File: src/rtl/capsense_defines.svh
// ~~~~~~~~~~~~~~~~~~~~~~~~~~~~~~~~~~~~~~~~
// Register widths and reset values are fixed by the register map
// Control bits 7:6 are stored but have no function
// ~~~~~~~~~~~~~~~~~~~~~~~~~~~~~~~~~~~~~~~~

`ifndef CAPSENSE_DEFINES_SVH
`define CAPSENSE_DEFINES_SVH

// Register data, prescaler and PRS width
`define CS_DATA_W           8

// Scan-speed counter, one dpulse every 32 clocks
`define CS_SCAN_CNT_W       5
`define CS_SCAN_PERIOD      5'd31

// Control register bit positions
`define CS_CTRL_SYNCEN      0
`define CS_CTRL_MESEN       1
`define CS_CTRL_CH0EN       2
`define CS_CTRL_CH1EN       3
`define CS_CTRL_PRS_EN      4
`define CS_CTRL_SHIELD_INV  5

// Register reset values
`define CS_RST_CONTROL      8'h00
`define CS_RST_PRESCALE     8'd3
// Taps x^8 + x^6 + x^5 + x^4 + 1
`define CS_RST_POLY         8'hB8
`define CS_RST_SEED         8'hFF

`endif

File: src/rtl/capsense_pkg.sv
// ~~~~~~~~~~~~~~~~~~~~~~~~~~~~~~~~~~~~~~~~
// Shared types of the capsense clock generator
// Encodings are fixed, the testbench relies on them
// ~~~~~~~~~~~~~~~~~~~~~~~~~~~~~~~~~~~~~~~~

package capsense_pkg;

    // Measurement sequencer states
    typedef enum logic [1:0]
    {
        SEQ_IDLE          = 2'd0,
        // One cycle, clears the counters and loads the seed
        SEQ_PRECHARGE_RST = 2'd1,
        // Holds mesrst until mesen
        SEQ_MEASURE_RST   = 2'd2,
        SEQ_SCAN          = 2'd3
    } seq_state_t;

    // Configuration register addresses
    typedef enum logic [1:0]
    {
        CFG_CONTROL  = 2'd0,
        CFG_PRESCALE = 2'd1,
        CFG_POLY     = 2'd2,
        CFG_SEED     = 2'd3
    } cfg_addr_t;

endpackage

File: src/rtl/capsense_cfg_regs.sv
// ~~~~~~~~~~~~~~~~~~~~~~~~~~~~~~~~~~~~~~~~
// Timing registers are writable only while the sequencer is idle
// Control register is writable at any time
// ~~~~~~~~~~~~~~~~~~~~~~~~~~~~~~~~~~~~~~~~

`timescale 1ns/1ps

`include "capsense_defines.svh"

module capsense_cfg_regs
(
    input  logic                          clk_TDM,
    input  logic                          reset1,
    // Register write port
    input  logic                          cfg_valid,
    input  capsense_pkg::cfg_addr_t       cfg_addr,
    input  logic [`CS_DATA_W-1:0]         cfg_wdata,
    output logic                          cfg_ready,
    // Sequencer state for the ready rule
    input  capsense_pkg::seq_state_t      seq_state,
    // Decoded control bits
    output logic                          syncen,
    output logic                          mesen,
    output logic                          ch0en,
    output logic                          ch1en,
    output logic                          prs_en,
    output logic                          shield_invert,
    // Timing values
    output logic [`CS_DATA_W-1:0]         prescale,
    output logic [`CS_DATA_W-1:0]         poly,
    output logic [`CS_DATA_W-1:0]         seed
);

    import capsense_pkg::*;

    logic [`CS_DATA_W-1:0] control_q;
    logic                  wr_fire;

    // Timing writes stall while a measurement runs
    assign cfg_ready = (cfg_addr == CFG_CONTROL) || (seq_state == SEQ_IDLE);
    assign wr_fire   = cfg_valid && cfg_ready;

    // Address decode, one register per write
    always_ff @(posedge clk_TDM or posedge reset1)
    begin
        if (reset1)
        begin
            control_q <= `CS_RST_CONTROL;
            prescale  <= `CS_RST_PRESCALE;
            poly      <= `CS_RST_POLY;
            seed      <= `CS_RST_SEED;
        end
        else if (wr_fire)
        begin
            case (cfg_addr)
                CFG_CONTROL:  control_q <= cfg_wdata;
                CFG_PRESCALE: prescale  <= cfg_wdata;
                CFG_POLY:     poly      <= cfg_wdata;
                CFG_SEED:     seed      <= cfg_wdata;
                default:      control_q <= control_q;
            endcase
        end
    end

    // Control bit fields
    assign syncen        = control_q[`CS_CTRL_SYNCEN];
    assign mesen         = control_q[`CS_CTRL_MESEN];
    assign ch0en         = control_q[`CS_CTRL_CH0EN];
    assign ch1en         = control_q[`CS_CTRL_CH1EN];
    assign prs_en        = control_q[`CS_CTRL_PRS_EN];
    assign shield_invert = control_q[`CS_CTRL_SHIELD_INV];

endmodule

File: src/rtl/capsense_measure_seq.sv
// ~~~~~~~~~~~~~~~~~~~~~~~~~~~~~~~~~~~~~~~~
// State and scan counter hold while enable is low
// Precharge reset lasts one enabled cycle
// ~~~~~~~~~~~~~~~~~~~~~~~~~~~~~~~~~~~~~~~~

`timescale 1ns/1ps

`include "capsense_defines.svh"

module capsense_measure_seq
(
    input  logic                     clk_TDM,
    input  logic                     reset1,
    input  logic                     enable,
    // Control bits
    input  logic                     syncen,
    input  logic                     mesen,
    input  logic                     ch0en,
    input  logic                     ch1en,
    // Sequencer status
    output capsense_pkg::seq_state_t seq_state,
    output logic                     cnt_clear,
    // Measurement outputs
    output logic                     mesrst,
    output logic                     start0,
    output logic                     start1,
    output logic                     dpulse
);

    import capsense_pkg::*;

    seq_state_t                state_q;
    seq_state_t                state_d;
    logic [`CS_SCAN_CNT_W-1:0] scan_cnt;

    // Next state
    always_comb
    begin
        state_d = state_q;
        case (state_q)
            SEQ_IDLE:          if (syncen)  state_d = SEQ_PRECHARGE_RST;
            SEQ_PRECHARGE_RST:              state_d = SEQ_MEASURE_RST;
            SEQ_MEASURE_RST:   if (mesen)   state_d = SEQ_SCAN;
            SEQ_SCAN:          if (!syncen) state_d = SEQ_IDLE;
            default:                        state_d = SEQ_IDLE;
        endcase
    end

    // State register
    always_ff @(posedge clk_TDM or posedge reset1)
    begin
        if (reset1)
        begin
            state_q <= SEQ_IDLE;
        end
        else if (enable)
        begin
            state_q <= state_d;
        end
    end

    // Scan-speed counter, reloads after zero
    always_ff @(posedge clk_TDM or posedge reset1)
    begin
        if (reset1)
        begin
            scan_cnt <= `CS_SCAN_PERIOD;
        end
        else if (enable)
        begin
            if (cnt_clear || (scan_cnt == '0))
                scan_cnt <= `CS_SCAN_PERIOD;
            else
                scan_cnt <= scan_cnt - 1'b1;
        end
    end

    assign seq_state = state_q;
    assign cnt_clear = (state_q == SEQ_PRECHARGE_RST);
    assign mesrst    = (state_q == SEQ_MEASURE_RST);
    // Channel starts follow the enables during scan
    assign start0    = (state_q == SEQ_SCAN) && ch0en;
    assign start1    = (state_q == SEQ_SCAN) && ch1en;
    // Digital clock, high for one cycle in 32
    assign dpulse    = (scan_cnt == '0);

endmodule

File: src/rtl/capsense_prescaler.sv
// ~~~~~~~~~~~~~~~~~~~~~~~~~~~~~~~~~~~~~~~~
// Tick period is prescale+1 enabled cycles
// A new prescale is taken at the next reload
// ~~~~~~~~~~~~~~~~~~~~~~~~~~~~~~~~~~~~~~~~

`timescale 1ns/1ps

`include "capsense_defines.svh"

module capsense_prescaler
(
    input  logic                  clk_TDM,
    input  logic                  reset1,
    input  logic                  enable,
    // Load request from the precharge reset state
    input  logic                  cnt_clear,
    input  logic [`CS_DATA_W-1:0] prescale,
    // Precharge tick
    output logic                  pre_tick
);

    logic [`CS_DATA_W-1:0] pre_cnt;

    // Down-counter with reload
    always_ff @(posedge clk_TDM or posedge reset1)
    begin
        if (reset1)
        begin
            pre_cnt <= `CS_RST_PRESCALE;
        end
        else if (enable)
        begin
            // Restart on precharge or after the terminal count
            if (cnt_clear || (pre_cnt == '0))
            begin
                pre_cnt <= prescale;
            end
            else
            begin
                pre_cnt <= pre_cnt - 1'b1;
            end
        end
    end

    // High for one cycle at terminal count
    assign pre_tick = (pre_cnt == '0);

endmodule

File: src/rtl/capsense_prs_gen.sv
// ~~~~~~~~~~~~~~~~~~~~~~~~~~~~~~~~~~~~~~~~
// A zero seed locks the PRS at zero
// Register and toggle step only on enabled ticks
// ~~~~~~~~~~~~~~~~~~~~~~~~~~~~~~~~~~~~~~~~

`timescale 1ns/1ps

`include "capsense_defines.svh"

module capsense_prs_gen
(
    input  logic                  clk_TDM,
    input  logic                  reset1,
    input  logic                  enable,
    // Seed load from the precharge reset state
    input  logic                  cnt_clear,
    input  logic                  pre_tick,
    // Configuration
    input  logic                  prs_en,
    input  logic                  shield_invert,
    input  logic [`CS_DATA_W-1:0] poly,
    input  logic [`CS_DATA_W-1:0] seed,
    // Precharge clock and shield drive
    output logic                  ppulse,
    output logic                  shield
);

    logic [`CS_DATA_W-1:0] prs_q;
    logic [`CS_DATA_W-1:0] prs_next;
    logic                  tgl_q;

    // Galois step, feedback from the old MSB
    assign prs_next = prs_q[`CS_DATA_W-1] ?
                      ({prs_q[`CS_DATA_W-2:0], 1'b0} ^ poly) :
                      {prs_q[`CS_DATA_W-2:0], 1'b0};

    always_ff @(posedge clk_TDM or posedge reset1)
    begin
        if (reset1)
        begin
            prs_q <= `CS_RST_SEED;
            tgl_q <= 1'b0;
        end
        else if (enable)
        begin
            if (cnt_clear)
            begin
                // Start every measurement from the seed, wave low
                prs_q <= seed;
                tgl_q <= 1'b0;
            end
            else if (pre_tick)
            begin
                prs_q <= prs_next;
                tgl_q <= ~tgl_q;
            end
        end
    end

    // Spread-spectrum bit or plain square wave
    assign ppulse = prs_en ? prs_q[`CS_DATA_W-1] : tgl_q;
    assign shield = ppulse ^ shield_invert;

endmodule

File: src/rtl/capsense_clock_gen.sv
// ~~~~~~~~~~~~~~~~~~~~~~~~~~~~~~~~~~~~~~~~
// Enable gates all counting state, not the register port
// ~~~~~~~~~~~~~~~~~~~~~~~~~~~~~~~~~~~~~~~~

`timescale 1ns/1ps

`include "capsense_defines.svh"

module capsense_clock_gen
(
    input  logic                    clk_TDM,
    input  logic                    reset1,
    input  logic                    enable,
    // Register write port
    input  logic                    cfg_valid,
    input  capsense_pkg::cfg_addr_t cfg_addr,
    input  logic [`CS_DATA_W-1:0]   cfg_wdata,
    output logic                    cfg_ready,
    // Sense clocks and measurement control
    output logic                    dpulse,
    output logic                    ppulse,
    output logic                    start0,
    output logic                    start1,
    output logic                    mesrst,
    output logic                    shield
);

    import capsense_pkg::*;

    // Control bits
    logic syncen;
    logic mesen;
    logic ch0en;
    logic ch1en;
    logic prs_en;
    logic shield_invert;
    // Timing values
    logic [`CS_DATA_W-1:0] prescale;
    logic [`CS_DATA_W-1:0] poly;
    logic [`CS_DATA_W-1:0] seed;
    // Sequencer to counters
    seq_state_t seq_state;
    logic       cnt_clear;
    logic       pre_tick;

    capsense_cfg_regs i_cfg_regs
    (
        .clk_TDM       (clk_TDM),
        .reset1        (reset1),
        .cfg_valid     (cfg_valid),
        .cfg_addr      (cfg_addr),
        .cfg_wdata     (cfg_wdata),
        .cfg_ready     (cfg_ready),
        .seq_state     (seq_state),
        .syncen        (syncen),
        .mesen         (mesen),
        .ch0en         (ch0en),
        .ch1en         (ch1en),
        .prs_en        (prs_en),
        .shield_invert (shield_invert),
        .prescale      (prescale),
        .poly          (poly),
        .seed          (seed)
    );

    capsense_measure_seq i_measure_seq
    (
        .clk_TDM   (clk_TDM),
        .reset1    (reset1),
        .enable    (enable),
        .syncen    (syncen),
        .mesen     (mesen),
        .ch0en     (ch0en),
        .ch1en     (ch1en),
        .seq_state (seq_state),
        .cnt_clear (cnt_clear),
        .mesrst    (mesrst),
        .start0    (start0),
        .start1    (start1),
        .dpulse    (dpulse)
    );

    // Precharge rate
    capsense_prescaler i_prescaler
    (
        .clk_TDM   (clk_TDM),
        .reset1    (reset1),
        .enable    (enable),
        .cnt_clear (cnt_clear),
        .prescale  (prescale),
        .pre_tick  (pre_tick)
    );

    capsense_prs_gen i_prs_gen
    (
        .clk_TDM       (clk_TDM),
        .reset1        (reset1),
        .enable        (enable),
        .cnt_clear     (cnt_clear),
        .pre_tick      (pre_tick),
        .prs_en        (prs_en),
        .shield_invert (shield_invert),
        .poly          (poly),
        .seed          (seed),
        .ppulse        (ppulse),
        .shield        (shield)
    );

endmodule

File: config.mk
export PLATFORM = sky130hd
export DESIGN_NAME = capsense_clock_gen
export DESIGN_NICKNAME = d
export VERILOG_FILES = /design/src/rtl/capsense_pkg.sv /design/src/rtl/capsense_cfg_regs.sv /design/src/rtl/capsense_measure_seq.sv /design/src/rtl/capsense_prescaler.sv /design/src/rtl/capsense_prs_gen.sv /design/src/rtl/capsense_clock_gen.sv
export VERILOG_INCLUDE_DIRS = /design/src /design/src/rtl
export SDC_FILE = /design/constraint.sdc
export NUM_CORES = 1
export LEC_CHECK = 0
export ABC_AREA = 1
export BUFFER_PORTS_ARGS = -buffer_cell sky130_fd_sc_hd__buf_2
export CAP_MARGIN = 20
export CORE_MARGIN = 2
export CORE_UTILIZATION = 30
export CTS_CLUSTER_SIZE = 14
export DETAILED_ROUTE_END_ITERATION = 12
export PLACE_DENSITY = 0.54
export SETUP_SLACK_MARGIN = 0.05
export SYNTH_ARGS = -nofsm -noshare
export SYNTH_HDL_FRONTEND = slang
export SYNTH_SLANG_ARGS = --single-unit
File: constraint.sdc
create_clock -name clk_TDM -period 2.43 [get_ports clk_TDM]
set_input_delay 0.3645 -clock clk_TDM [delete_from_list [all_inputs] [get_ports clk_TDM]]
set_output_delay 0.3645 -clock clk_TDM [all_outputs]
set_load 0.02 [all_outputs]
# [Yosys cells after proc, flatten, opt, wreduce, memory -nomap -nowiden]
# Index checks and enable logic that the tools add are counted.
[totals] ff_bits=54 out_inout_bits=7 inputBits=14
[classes] n_reduce_logical=17 n_eq_ne=9 addsub=2 n_mux=12 n_bitwise=3
[ops] operator="two-way mux 8 bit" n=4
[ops] operator="AND reduction 2 bit" n=5
[ops] operator="equality test 2 bit (second input constant)" n=4
[ops] operator="zero test 8 bit" n=1
[ops] operator="one-hot mux 2 bit (4 select lines)" n=1
[ops] operator="subtractor 8 x 1 -> 8 bit (second input constant)" n=1
[ops] operator="bitwise XOR 8 bit" n=1
[ops] operator="two-way mux 2 bit" n=3
[ops] operator="zero test 5 bit" n=1
[ops] operator="two-way mux 5 bit" n=1
[ops] operator="subtractor 5 x 1 -> 5 bit (second input constant)" n=1
[ops] operator="equality test 2 x 1 -> 1 bit (second input constant)" n=2
[ops] operator="zero test 2 bit" n=2
[ops] operator="inequality test 2 x 1 -> 1 bit (second input constant)" n=2
[ops] operator="AND reduction 4 bit" n=1
[ops] operator="logical AND 1 bit" n=3
[ops] operator="logical OR 1 bit" n=3
[ops] operator="two-way mux 1 bit" n=3
[ops] operator="inequality test 2 bit (second input constant)" n=1
[ops] operator="nonzero test 2 bit" n=1
[ops] operator="inverter 1 bit" n=1
[ops] operator="bitwise XOR 1 bit" n=1

# [Logic depth before layout (Yosys ltp)]
[depth] depth_word=4 mapped_depth=9 ltp_nobuf=9

# [Cells and area by module]
# From an unflattened synthesis, not the netlist that was laid out.
[hier_totals] cells_unflattened=407 area_unflattened_um2=3108.0
[modules_own_cells] module="capsense_cfg_regs" cells_per_inst=143 n_inst=1 area_each_um2=1297.5
[modules_own_cells] module="capsense_prs_gen" cells_per_inst=103 n_inst=1 area_each_um2=664.4
[modules_own_cells] module="capsense_prescaler" cells_per_inst=94 n_inst=1 area_each_um2=660.6
[modules_own_cells] module="capsense_measure_seq" cells_per_inst=67 n_inst=1 area_each_um2=485.5

# [Worst setup path after synthesis]
# Ideal clock, no wire load.
[synth_path] path_kind="reg2out" from="reg i_prs_gen.prs_q[7]" to="out shield" stages_incl_launch_ff=5 t_arrival_ps=1403 slack_ps=663 cell_sequence="dfstp_2 buf_2 nand2_1 o21ai_0 xor2_1"
[synth_via] elab_chain_cells=2
[synth_rtl] item="from (decl)" line_no="capsense_prs_gen.sv:28" source="logic [`CS_DATA_W-1:0] prs_q;"
[synth_rtl] item="from (signal assigned)" line_no="capsense_prs_gen.sv:41" source="prs_q <= `CS_RST_SEED;"
[synth_rtl] item="from (signal assigned)" line_no="capsense_prs_gen.sv:54" source="prs_q <= prs_next;"
[synth_rtl] item="two-way mux 1 bit" line_no="capsense_prs_gen.sv:61" source="assign ppulse = prs_en ? prs_q[`CS_DATA_W-1] : tgl_q;"
[synth_rtl] item="via ppulse" line_no="capsense_clock_gen.sv:21" source="output logic ppulse,"
[synth_rtl] item="bitwise XOR 1 bit" line_no="capsense_prs_gen.sv:62" source="assign shield = ppulse ^ shield_invert;"
[synth_rtl] item="to (decl)" line_no="capsense_clock_gen.sv:25" source="output logic shield"
# The timed path passes the listed nets, and every way through them passes these cells.

# [Worst setup path in the final report]
[layout_path] from="reg i_measure_seq.state_q[0] (netlist: i_measure_seq.seq_state[0])" to="out cfg_ready"
[layout_via] elab_chain_cells=2
[layout_rtl] item="from (decl)" line_no="capsense_measure_seq.sv:32" source="seq_state_t state_q;"
[layout_rtl] item="from (signal assigned)" line_no="capsense_measure_seq.sv:58" source="state_q <= state_d;"
[layout_rtl] item="zero test 2 bit" line_no="capsense_cfg_regs.sv:40" source="assign cfg_ready = (cfg_addr == CFG_CONTROL) || (seq_state == SEQ_IDLE);"
[layout_rtl] item="logical OR 1 bit" line_no="capsense_cfg_regs.sv:40"
[layout_rtl] item="to (decl)" line_no="capsense_clock_gen.sv:18" source="output logic cfg_ready,"
# No other way between the ends.

==> impl_results.md <==
* F_max at 0.519 GHz
* Post-Route WL at 5800 µm
* Worst path bufs/invs at 2
* Count leader, synth: nand2_1
* Syn_area_per_cell at 8.11 µm²
* Placed cells at 468
* Total CTS buffers at 5
* Top cell type's share of synthesized area at 0.273
* Via count at 2122
* Setup ws final at 503 ps
* Cells after synthesis at 344
* Routed WL per cell at 12.2 µm
* Slew margin rel. at 0.569
* Synth area leader: dfstp_2
* RSZ-0062 raised after global routing: no
* Num Clock Sinks at 54
* Post-CTS Hold Fix Bufs at 0
* Leakage at 1.53 nW
* Crit share post-route at 0.793
* CP max stage cell: dfrtp_1
* Worst skew pair latency at 310 ps
* Clock slew at reported path FFs at 100 ps
* Layout cells sized above 1 at 0.211
* Post-Syn Area at 2790 µm²
* TNS Setup at 0 ps
* IO Count at 21
* Buffers on Ports at 20
* Post-CTS Setup Bufs at 0
* Mapped Nets at 366
* Min Clock Period, post-route at 1930 ps
* Residual DRC at 0
* Cell Rows at 35
* Commonest register cell after synthesis: dfstp_2
* Worst vdd ir at 0.443 mV
* DP HPWL at 4250 µm
* Max incr delay on CP at 420 ps
* DR iter-0 viols at 102
* Area contributors post-synth: dfstp_2, dfrtp_1, nand2_1
* # resized after CTS at 0
* Post-synthesis sequential area ratio at 0.497
* Vias in the first global route at 2036
* Placer Congestion at 0.782
* Crit-path cells: inv_1 -> ha_1 -> or2_2 -> buf_2
* Die ar. at 10100 µm²
* Die W at 100 µm
* Required @ worst endpoint at 2070 ps
* EDFF count, synth at 0
* Initial antenna violation count at 0
* Antenna diodes at 0
* #FFs+latches synth at 54
* Startpoint types: register
* H-Tree Depth at 2
* Setup crit end kind: output port
* Status: complete, no violations
* Fin cells at 476
* Largest net degree at the start of global routing at 23
* Asr flop ratio synth at 1.00
* TritonCTS clock tree: done
* Setup CP Type: reg -> out
* Starting density of the core at 0.305
* NumNets Final at 386
* Hold Vio Cnt, Final at 0
* Fillers at 928
* Tot GR Track Use at 0.125
* Clk_skew at 9.06 ps
* Pre-CTS setup slack at 618 ps
* Cell Pwr Density at 1190 nW/µm²
* Die H at 100 µm
* CP top delay family: flip-flops
* Worst slew pin tran at 644 ps
* Layout area overhead at 11.3%
* Netlist cell types at 27
* First-pass GRT wire length at 10000 µm
* YS warnings at 0
* Total grt overflow at 0
* Most common library cells after synthesis: nand2_1, o21ai_0, inv_1
* # setup viols final at 0
* DRT Pass-1 Iters at 4
* Max Cap Viol at 0
* Util after Layout at 0.340
* Antenna Nets Post-Route at 0
* Via density at 4.46
* Max Slew Vio Count at 0
* HP Class: in -> async
* Highest fanout seen on the critical path at 4
* CTS Buffer Depth at 2
* WP data arrival at 1560 ps
* Core Footprint at 9150 µm²
* Clk Tree Root Cell: clkbuf_8
## cell usage in the layout, fill, tap and decap left out, drive strengths merged, types with 8 or more instances in the layout
cell type / count
a21oi: 9
buf: 23
dfrtp: 25
dfstp: 29
ha: 8
inv: 42
nand2: 124
nand3: 20
nor2: 15
o21ai: 52
## kinds of logic after synthesis
logic type                 count (synthesis)  synth area share
xor gates and xnor gates                   4            0.0126
DFF                                       54             0.497
AOI/OAI and AO/OA                         62             0.123
adders and majority gates                  8            0.0359
and+or+nand+nor                          165             0.256
buffers and inverters                     51            0.0757
## worst paths after layout
path / start / endpoint / slack [ps] / depth (start not counted)
max: i_measure_seq.seq_state[0]$_DFFE_PP0P_ / cfg_ready / 500 / 4
min: reset1 / i_cfg_regs.control_q[4]$_DFFE_PP0P_ / 8 / 2
max reg2reg: i_measure_seq.seq_state[1]$_DFFE_PP0P_ / i_cfg_regs.seed[1]$_DFFE_PP1P_ / 610 / 4
min reg2reg: i_measure_seq.scan_cnt[4]$_DFFE_PP1P_ / i_measure_seq.scan_cnt[4]$_DFFE_PP1P_ / 490 / 2
max in group asynchronous: reset1 / i_prescaler.pre_cnt[1]$_DFFE_PP1P_ / 1740 / 3
min in group clk_TDM: cfg_wdata[0] / i_cfg_regs.prescale[0]$_DFFE_PP1P_ / 340 / 3
## final cells by class
cell class	count	area (µm²)	area share
Tap cell	111	139	0.0447
Timing Repair Buffer	23	123	0.0395
Inverter	41	154	0.0495
Multi-Input combinational cell	239	1190	0.384
Sequential cell	54	1390	0.446
Clock inverter	3	43.8	0.0141
Clock buffer	5	68.8	0.0221
## routing by layer
layer | vias to the layer above | track usage | share of wire
met3 | 4 | 0.0250 | 0.025
met1 | 970 | 0.174 | 0.52
li1 | 1122 | - | -
met4 | 0 | 0.0316 | 0.0098
met2 | 26 | 0.199 | 0.44
met5 | - | 0 | 0
## power by group
| part | switching (W) | internal [W] | leakage (nW) |
|---|---|---|---|
| Combinational | 0.000870 | 0.000531 | 0.859 |
| Sequential | 0.000269 | 0.00141 | 0.616 |
| Clock | 0.000302 | 0.000309 | 0.0585 |
| Total | 0.00144 | 0.00225 | 1.53 |
## metrics by stage
stage,hold WS (ps),power [W],instance area [µm²]
6_report,8.19,0.00369,3110
5_1_grt,21.9,0.00404,3110
4_1_cts,7.22,0.00374,3110
3_5_place_dp,355,0.00311,3000
3_3_place_gp,362,0.00308,3000
2_1_floorplan,452,0.00277,2790
## worst reg2reg max path: stages, from the launching register on
cell	delay, ps
dfrtp_1	420
inv_1	130
ha_1	240
nand4_1	540
o21ai_0	400
## registers in the layout (all words and copies together), names as in the netlist
register,cells
i_measure_seq.scan_cnt,5
i_prs_gen.tgl_q,1
i_prescaler.pre_cnt,8
i_cfg_regs.seed,8
i_cfg_regs.poly,8
i_cfg_regs.prescale,8
i_measure_seq.seq_state,2
i_cfg_regs.control_q,6
i_prs_gen.prs_q,8
(Power assumes the default switching activity.)
